File: config.mk
export PLATFORM = sky130hd
export DESIGN_NAME = radio_ctrl_top
export DESIGN_NICKNAME = d
export VERILOG_FILES = /design/src/common/core_cfg_pkg.sv /design/src/common/core_types_pkg.sv /design/src/activity_leds.sv /design/src/misc_regs.sv /design/src/radio_ctrl_top.sv /design/src/vita_time/time_regs.sv /design/src/vita_time/vita_timer.sv
export SDC_FILE = /design/constraint.sdc
export NUM_CORES = 1
export LEC_CHECK = 0
export ABC_AREA = 1
export BUFFER_PORTS_ARGS = -buffer_cell sky130_fd_sc_hd__buf_2
export CAP_MARGIN = 20
export CORE_MARGIN = 3
export CORE_UTILIZATION = 54
export DETAILED_ROUTE_END_ITERATION = 16
export PLACE_DENSITY_LB_ADDON = 0.12
export SYNTH_ARGS = -nofsm -noshare
export SYNTH_HDL_FRONTEND = slang
export SYNTH_HIERARCHICAL = 1
export SYNTH_SLANG_ARGS = --single-unit
File: constraint.sdc
create_clock -name dsp_clk -period 3.82 [get_ports dsp_clk]
set_clock_uncertainty 0.2 [all_clocks]
set_input_delay 0.191 -clock dsp_clk [delete_from_list [all_inputs] [get_ports dsp_clk]]
set_output_delay 0.191 -clock dsp_clk [all_outputs]
set_load 0.05 [all_outputs]
File: src/common/core_cfg_pkg.sv
//////////////////////////////
// Settings map of the radio control plane
// Offsets are relative to the block base given to each module
//////////////////////////////
`default_nettype none

package core_cfg_pkg;

   //////////////////////////////
   // Block base addresses
   localparam int unsigned SR_MISC   = 0;    // 7 regs
   localparam int unsigned SR_TIME64 = 10;   // 3 regs
   localparam int unsigned SR_DIVSW  = 180;  // 2 regs

   //////////////////////////////
   // Misc register offsets
   localparam int unsigned OFS_CLK     = 0;
   localparam int unsigned OFS_SER     = 1;
   localparam int unsigned OFS_ADC     = 2;
   localparam int unsigned OFS_LED_SW  = 3;
   localparam int unsigned OFS_PHY     = 4;
   localparam int unsigned OFS_LED_SRC = 6;

   // Time register offsets
   localparam int unsigned OFS_TIME_HI  = 0;
   localparam int unsigned OFS_TIME_LO  = 1;
   localparam int unsigned OFS_TIME_IMM = 2;

   //////////////////////////////
   // Reset values and counts

   // 1 = LED bit from hardware, 0 = from software
   localparam logic [7:0] LED_SRC_RESET = 8'b0001_1110;

   localparam logic DIVSW_RESET = 1'b1;  // Both switches start high

   // PPS synchronizer depth
   localparam int unsigned PPS_SYNC_STAGES = 2;

endpackage

`default_nettype wire

File: src/common/core_types_pkg.sv
//////////////////////////////
// Types shared by the control plane
// Settings bus carries one write per strobe, no handshake
//////////////////////////////
`default_nettype none

package core_types_pkg;

   typedef logic [7:0]  set_addr_t;   // Settings address
   typedef logic [31:0] set_data_t;   // Settings data
   typedef logic [7:0]  ctrl_byte_t;  // 8 bit control register
   typedef logic [63:0] vita_time_t;  // Time in clock ticks

   // One settings write
   typedef struct packed {
      logic      stb;
      set_addr_t addr;
      set_data_t data;
   } set_bus_t;

   //////////////////////////////
   // Board control lines
   typedef struct packed {
      ctrl_byte_t clk_ctrl;   // Clock enables and selects
      ctrl_byte_t serdes;     // SERDES enable, PRBS, loopback, rx enable
      ctrl_byte_t adc;        // ADC on and output enable
      logic       phy_reset;  // Active high, board inverts it
      logic       divsw1;
      logic       divsw2;
   } board_ctrl_t;

   // Load request toward the time counter
   typedef struct packed {
      logic       load_now;
      logic       load_at_pps;
      vita_time_t new_time;
   } time_load_t;

endpackage

`default_nettype wire

File: src/activity_leds.sv
//////////////////////////////
// Front panel LEDs, hardware or software per bit
// Receive run shows one cycle late
//////////////////////////////
`timescale 1ns/1ps
`default_nettype none

module activity_leds
   import core_types_pkg::*;
(
   input  wire        dsp_clk,
   input  wire        por_rst,
   input  ctrl_byte_t led_sw_i,
   input  ctrl_byte_t led_src_i,
   input  wire        run_rx0_i,
   input  wire        run_rx1_i,
   input  wire        run_tx_i,
   input  wire        clk_status_i,
   input  wire        link_good_i,
   output ctrl_byte_t leds_o
);

   logic       run_rx0_d1;
   logic       run_rx1_d1;
   ctrl_byte_t led_hw;

   always_ff @(posedge dsp_clk) begin
      if (por_rst) begin
         run_rx0_d1 <= 1'b0;
         run_rx1_d1 <= 1'b0;
      end else begin
         run_rx0_d1 <= run_rx0_i;
         run_rx1_d1 <= run_rx1_i;
      end
   end

   // Hardware pattern, bit 0 and top bits unused
   assign led_hw = {3'b000, run_tx_i, run_rx0_d1 | run_rx1_d1,
                    clk_status_i, link_good_i, 1'b0};

   assign leds_o = (led_src_i & led_hw) | (~led_src_i & led_sw_i);

endmodule

`default_nettype wire

File: src/misc_regs.sv
//////////////////////////////
// Misc control registers on the settings bus
// Writes show on the outputs one cycle after the strobe edge
//////////////////////////////
`timescale 1ns/1ps
`default_nettype none

module misc_regs
   import core_cfg_pkg::*, core_types_pkg::*;
#(
   parameter int unsigned BASE_MISC  = SR_MISC,
   parameter int unsigned BASE_DIVSW = SR_DIVSW
) (
   input  wire         dsp_clk,
   input  wire         por_rst,
   input  set_bus_t    set_bus_i,
   output board_ctrl_t board_ctrl_o,
   output ctrl_byte_t  led_sw_o,
   output ctrl_byte_t  led_src_o
);

   //////////////////////////////
   // Register addresses
   localparam set_addr_t A_CLK     = set_addr_t'(BASE_MISC + OFS_CLK);
   localparam set_addr_t A_SER     = set_addr_t'(BASE_MISC + OFS_SER);
   localparam set_addr_t A_ADC     = set_addr_t'(BASE_MISC + OFS_ADC);
   localparam set_addr_t A_LED_SW  = set_addr_t'(BASE_MISC + OFS_LED_SW);
   localparam set_addr_t A_PHY     = set_addr_t'(BASE_MISC + OFS_PHY);
   localparam set_addr_t A_LED_SRC = set_addr_t'(BASE_MISC + OFS_LED_SRC);
   localparam set_addr_t A_DIVSW1  = set_addr_t'(BASE_DIVSW);
   localparam set_addr_t A_DIVSW2  = set_addr_t'(BASE_DIVSW + 1);

   board_ctrl_t board_q;
   ctrl_byte_t  led_sw_q;
   ctrl_byte_t  led_src_q;

   always_ff @(posedge dsp_clk) begin
      if (por_rst) begin
         board_q.clk_ctrl  <= '0;
         board_q.serdes    <= '0;
         board_q.adc       <= '0;
         board_q.phy_reset <= 1'b0;
         board_q.divsw1    <= DIVSW_RESET;
         board_q.divsw2    <= DIVSW_RESET;
         led_sw_q          <= '0;
         led_src_q         <= LED_SRC_RESET;
      end else if (set_bus_i.stb) begin
         case (set_bus_i.addr)
            A_CLK:     board_q.clk_ctrl  <= set_bus_i.data[7:0];
            A_SER:     board_q.serdes    <= set_bus_i.data[7:0];
            A_ADC:     board_q.adc       <= set_bus_i.data[7:0];
            A_LED_SW:  led_sw_q          <= set_bus_i.data[7:0];
            A_PHY:     board_q.phy_reset <= set_bus_i.data[0];
            A_LED_SRC: led_src_q         <= set_bus_i.data[7:0];
            A_DIVSW1:  board_q.divsw1    <= set_bus_i.data[0];
            A_DIVSW2:  board_q.divsw2    <= set_bus_i.data[0];
            default:   ;  // Other blocks' addresses
         endcase
      end
   end

   assign board_ctrl_o = board_q;
   assign led_sw_o     = led_sw_q;
   assign led_src_o    = led_src_q;

endmodule

`default_nettype wire

File: src/radio_ctrl_top.sv
//////////////////////////////
// Control plane top, all in dsp_clk
// Settings writes come straight from the port
//////////////////////////////
`timescale 1ns/1ps
`default_nettype none

module radio_ctrl_top
   import core_cfg_pkg::*, core_types_pkg::*;
#(
   parameter int unsigned BASE_MISC  = SR_MISC,
   parameter int unsigned BASE_TIME  = SR_TIME64,
   parameter int unsigned BASE_DIVSW = SR_DIVSW
) (
   input  wire         dsp_clk,
   input  wire         por_rst,
   input  set_bus_t    set_bus_i,
   input  wire         pps_i,
   input  wire         run_rx0_i,
   input  wire         run_rx1_i,
   input  wire         run_tx_i,
   input  wire         clk_status_i,
   input  wire         serdes_link_up_i,
   output board_ctrl_t board_ctrl_o,
   output ctrl_byte_t  leds_o,
   output vita_time_t  vita_time_o,
   output vita_time_t  vita_time_pps_o,
   output logic        good_sync_o
);

   ctrl_byte_t led_sw;
   ctrl_byte_t led_src;
   time_load_t time_load;

   //////////////////////////////
   // Board control and LEDs
   misc_regs #(.BASE_MISC(BASE_MISC), .BASE_DIVSW(BASE_DIVSW)) misc_regs_i (
      .dsp_clk, .por_rst, .set_bus_i, .board_ctrl_o,
      .led_sw_o(led_sw), .led_src_o(led_src)
   );

   activity_leds activity_leds_i (
      .dsp_clk, .por_rst,
      .led_sw_i(led_sw), .led_src_i(led_src),
      .run_rx0_i, .run_rx1_i, .run_tx_i, .clk_status_i,
      .link_good_i(serdes_link_up_i & good_sync_o),  // Link LED needs time sync too
      .leds_o
   );

   //////////////////////////////
   // VITA time
   time_regs #(.BASE(BASE_TIME)) time_regs_i (
      .dsp_clk, .por_rst, .set_bus_i, .time_load_o(time_load)
   );

   vita_timer vita_timer_i (
      .dsp_clk, .por_rst, .pps_i, .time_load_i(time_load),
      .vita_time_o, .vita_time_pps_o, .good_sync_o
   );

endmodule

`default_nettype wire

File: src/vita_time/time_regs.sv
//////////////////////////////
// Staging for a new time value
// Write HI first, LO write issues the load request
//////////////////////////////
`timescale 1ns/1ps
`default_nettype none

module time_regs
   import core_cfg_pkg::*, core_types_pkg::*;
#(
   parameter int unsigned BASE = SR_TIME64
) (
   input  wire        dsp_clk,
   input  wire        por_rst,
   input  set_bus_t   set_bus_i,
   output time_load_t time_load_o
);

   localparam set_addr_t A_HI  = set_addr_t'(BASE + OFS_TIME_HI);
   localparam set_addr_t A_LO  = set_addr_t'(BASE + OFS_TIME_LO);
   localparam set_addr_t A_IMM = set_addr_t'(BASE + OFS_TIME_IMM);

   set_data_t time_hi;
   set_data_t time_lo;
   logic      imm_mode;    // 1 = load now, 0 = at next PPS
   logic      lo_written;  // LO stored on the last edge
   logic      load_now;
   logic      load_at_pps;

   //////////////////////////////
   // Time words, payload only
   always_ff @(posedge dsp_clk) begin
      if (set_bus_i.stb && set_bus_i.addr == A_HI)
         time_hi <= set_bus_i.data;
      if (set_bus_i.stb && set_bus_i.addr == A_LO)
         time_lo <= set_bus_i.data;
   end

   //////////////////////////////
   // Mode and request pulse
   always_ff @(posedge dsp_clk) begin
      if (por_rst) begin
         imm_mode    <= 1'b0;
         lo_written  <= 1'b0;
         load_now    <= 1'b0;
         load_at_pps <= 1'b0;
      end else begin
         if (set_bus_i.stb && set_bus_i.addr == A_IMM)
            imm_mode <= set_bus_i.data[0];
         lo_written  <= set_bus_i.stb && (set_bus_i.addr == A_LO);
         load_now    <= lo_written & imm_mode;   // One cycle wide
         load_at_pps <= lo_written & ~imm_mode;
      end
   end

   assign time_load_o = '{load_now:    load_now,
                          load_at_pps: load_at_pps,
                          new_time:    {time_hi, time_lo}};

endmodule

`default_nettype wire

File: src/vita_time/vita_timer.sv
//////////////////////////////
// 64 bit VITA time, one tick per dsp_clk
// PPS is async, edge seen 3 cycles after it rises
//////////////////////////////
`timescale 1ns/1ps
`default_nettype none

module vita_timer
   import core_cfg_pkg::*, core_types_pkg::*;
(
   input  wire        dsp_clk,
   input  wire        por_rst,
   input  wire        pps_i,
   input  time_load_t time_load_i,
   output vita_time_t vita_time_o,
   output vita_time_t vita_time_pps_o,
   output logic       good_sync_o
);

   // Sync stages plus one more flop for the edge
   logic [PPS_SYNC_STAGES:0] pps_sr;
   logic                     pps_edge;
   logic                     pend_valid;   // PPS mode load armed
   vita_time_t               pend_time;
   logic                     pps_load;
   vita_time_t               time_q;
   vita_time_t               time_pps_q;

   //////////////////////////////
   // PPS synchronizer and edge detect
   always_ff @(posedge dsp_clk) begin
      if (por_rst)
         pps_sr <= '0;
      else
         pps_sr <= {pps_sr[PPS_SYNC_STAGES-1:0], pps_i};
   end

   assign pps_edge = pps_sr[PPS_SYNC_STAGES-1] & ~pps_sr[PPS_SYNC_STAGES];
   assign pps_load = pps_edge & pend_valid;

   // Value held for the next PPS
   always_ff @(posedge dsp_clk) begin
      if (time_load_i.load_at_pps)
         pend_time <= time_load_i.new_time;
   end

   //////////////////////////////
   // Counter, capture and sync flag
   always_ff @(posedge dsp_clk) begin
      if (por_rst) begin
         time_q      <= '0;
         time_pps_q  <= '0;
         pend_valid  <= 1'b0;
         good_sync_o <= 1'b0;
      end else begin
         if (pps_edge)
            time_pps_q <= time_q;   // Time at this PPS

         if (time_load_i.load_now) begin
            time_q <= time_load_i.new_time;
         end else if (pps_load) begin
            time_q      <= pend_time;
            good_sync_o <= 1'b1;    // Sticky until reset
         end else begin
            time_q <= time_q + 64'd1;
         end

         // Immediate load drops an armed PPS load
         if (time_load_i.load_at_pps)
            pend_valid <= 1'b1;
         else if (pps_edge || time_load_i.load_now)
            pend_valid <= 1'b0;
      end
   end

   assign vita_time_o     = time_q;
   assign vita_time_pps_o = time_pps_q;

endmodule

`default_nettype wire
==> results.toml <==
[status]
status = "finished clean"

[grt]
grt_pass1_wl_um = 65000
track_usage_pct = 31.7
antenna_found_initial = 0
grt_pass1_vias = 11200
grt_max_degree = 89
grt_overflow = 0

[critical_path]
cp.arrival_ps = 2710
crit_fanout = 35
endpoint_kind = "flop"
crit_start = "vita_timer_i/pps_sr[1]"
crit_path_start_kind = "flop"
crit_type = "reg2reg"
crit-reg2reg-launch = "vita_timer_i/pps_sr[1]"
critPathRequiredTime_ps = 4020

[clock_tree]
htreeDepth = 2
cts_resized = 0
cts_buffers = 34
clock-root-buffer = "clkbuf_16"
cts_sinks = 310
tritoncts = "done"
cts.clk_slew.worst_paths_ps = 60
clock_latency_ps = 520
cts_buffer_depth = 3

[routing]
drt_iter0_drc = 1280
firstDrtPassIters = 7
wl_met1_um = 18600
avgRoutedWirePerCell_um = 19.9
wl_met3_um = 3890
met2_length_um = 19000
final_antenna_net_count = 0
avgViaCountPerCell = 5.56
highest_layer = "met4"
vias = 12000
finalWirelength_um = 43000
drc_errors = 0

[timing]
setup_ws_ps = 1310
clock.fmax_ghz = 0.398
hold_violations = 0
layout_min_cycle_time_ps = 2510
rsz0062_at_grt = "false"
setup_viol = 0
worst_slew_pin_slew_ps = 777
slew_headroom_pct = 48.1
fin_crit_sh_pct = 65.7
slew_violations = 0
totalNegativeSetupSlack_ps = 0

[die]
core_region_area_mm2 = 0.0239
num_rows = 56
dieWidth_um = 163
start_util_pct = 55.9
dieArea_mm2 = 0.0267
io_pins = 213
die_h_um = 163

[yosys]
synth_common_cells = "298 x nand2_1, 281 x nor2_1, 182 x dfxtp_1"
ys_seq_area_share_pct = 56.0
syn_avg_cell_area_um2 = 8.53
synth-main-ff-cell = "dfxtp_1"
syn_inst = 1567
synth-edff-count = 128
synth_most_common_cell = "nand2_1"
yosysTopAreaCell = "edfxtp_1"
async_flop_share_pct = 0
syn_nets = 1617
netlist_area_mm2 = 0.0134
ys_ff_latch = 310
ys_types = 41
synthTopCellsByArea = "edfxtp_1 29%, dfxtp_1 27%, nand2_1 8.4%"
yosysWarnings = 6
synth_top_cell_area_share_pct = 28.8

[power]
p_leak_nw = 6.97
ir_drop_mv = 0.410
power.density_mw_per_mm2 = 450
power_w = 0.00736

[hold_path]
hold_path.class = "in2reg"
min_from = "set_bus_i[33]"

[job]
cap_violations = 0

[placement]
placed_area_mm2 = 0.0147
place_ws_ps = 1370
dpl.hpwl_um = 30400
place_congestion = 0.953
port_buffers = 212

[layout]
syn_to_final_growth_pct = 22.4
nets = 1868
fin_area_mm2 = 0.0164
fill_cells = 1946
finish.utilization_pct = 68.4
drive_gt1_share_pct = 18.8
-- final timing paths --
| check | endpoint | slack, ps | cells past startpoint |
|---|---|---|---|
| min | misc_regs_i/led_sw_o[0] | 50 | 6 |
| max reg2reg | vita_timer_i/vita_time_o[19] | 1310 | 9 |
| min reg2reg | time_regs_i/load_at_pps | 220 | 1 |
| max | vita_timer_i/vita_time_o[19] | 1310 | 9 |
-- kinds of logic after synthesis --
logic type	share of synthesized area, %
fa+ha+maj	0.0936
compound gates	10.2
buf+inv	6.20
xor+xnor	1.38
flops	56.0
simple gates	26.1
-- power by group --
group          leakage [nW]  switching (W)  internal [W]
clock                 0.575        0.00132       0.00212
combinational          3.77       0.000299      0.000121
sequential             2.63      0.0000242       0.00347
-- cell type report --
cell class                      instances  area, um2  area share, %
Sequential cell                       310       7490           45.8
Multi-Input combinational cell       1046       5050           30.9
Timing Repair Buffer                  273       1650           10.1
Clock buffer                           47       1000           6.14
Inverter                              153        574           3.51
Tap cell                              319        399           2.44
Clock inverter                         14        179           1.09
Antenna cell                            1       2.50         0.0153
-- layer usage --
layer | GRT usage (%) | vias to the layer above
li1 | - | 5677
met1 | 45.6 | 5685
met2 | 49.5 | 594
met3 | 4.79 | 76
met4 | 10.5 | 0
met5 | 0 | -
-- cells in the final DEF, fill, tap and decap left out, drive strengths merged, types with 9 or more instances in the layout --
cell type	Yosys	layout
clkbuf	41	47
nor3	17	17
nand2	316	316
edfxtp	128	128
a22o	18	18
o21bai	9	9
nand4	18	18
nor2	314	314
nand3	111	111
a31oi	11	11
o21ai	98	98
xnor2	13	13
clkinv	4	10
o221ai	15	15
dfxtp	182	182
a21oi	76	76
dlygate4sd3	0	48
inv	149	150
buf	17	225
-- critical path, stage by stage, from the launching register on --
cell     delay (ps)
dfxtp_1         300
inv_1           100
nor2_4           40
nand2_2          90
buf_4           240
nand2_2         330
inv_2           670
o21ai_0         190
a21oi_1         160
nor2_1           50
-- flip-flops by register name (all words and copies together), names as in the netlist --
signal / flops
vita_timer_i/pend_valid: 1
time_regs_i/time_hi: 32
time_regs_i/load_now: 1
time_regs_i/time_lo: 32
time_regs_i/lo_written: 1
vita_timer_i/pend_time: 64
activity_leds_i/run_rx0_d1: 1
misc_regs_i/led_src_o: 8
vita_timer_i/vita_time_o: 64
time_regs_i/load_at_pps: 1
activity_leds_i/run_rx1_d1: 1
misc_regs_i/board_ctrl_o: 27
vita_timer_i/pps_sr: 3
time_regs_i/imm_mode: 1
vita_timer_i/vita_time_pps_o: 64
vita_timer_i/good_sync_o: 1
misc_regs_i/led_sw_o: 8
-- per-stage QoR --
step	instances	hold WS, ps
after floorplan	1567	62.2
after global placement	2052	179
after detailed placement	2053	182
after CTS	2162	28.7
after global routing	2162	94.4
final	2163	48.2
-- timing repair --
action | 4_1_cts | 5_1_grt
endpoints found under the hold margin | 101 | 0
setup buffers | 0 | 0
hold buffers | 48 | 0
setup endpoints to repair | 0 | 0
No activity file was read; power rests on OpenSTA's default activity.
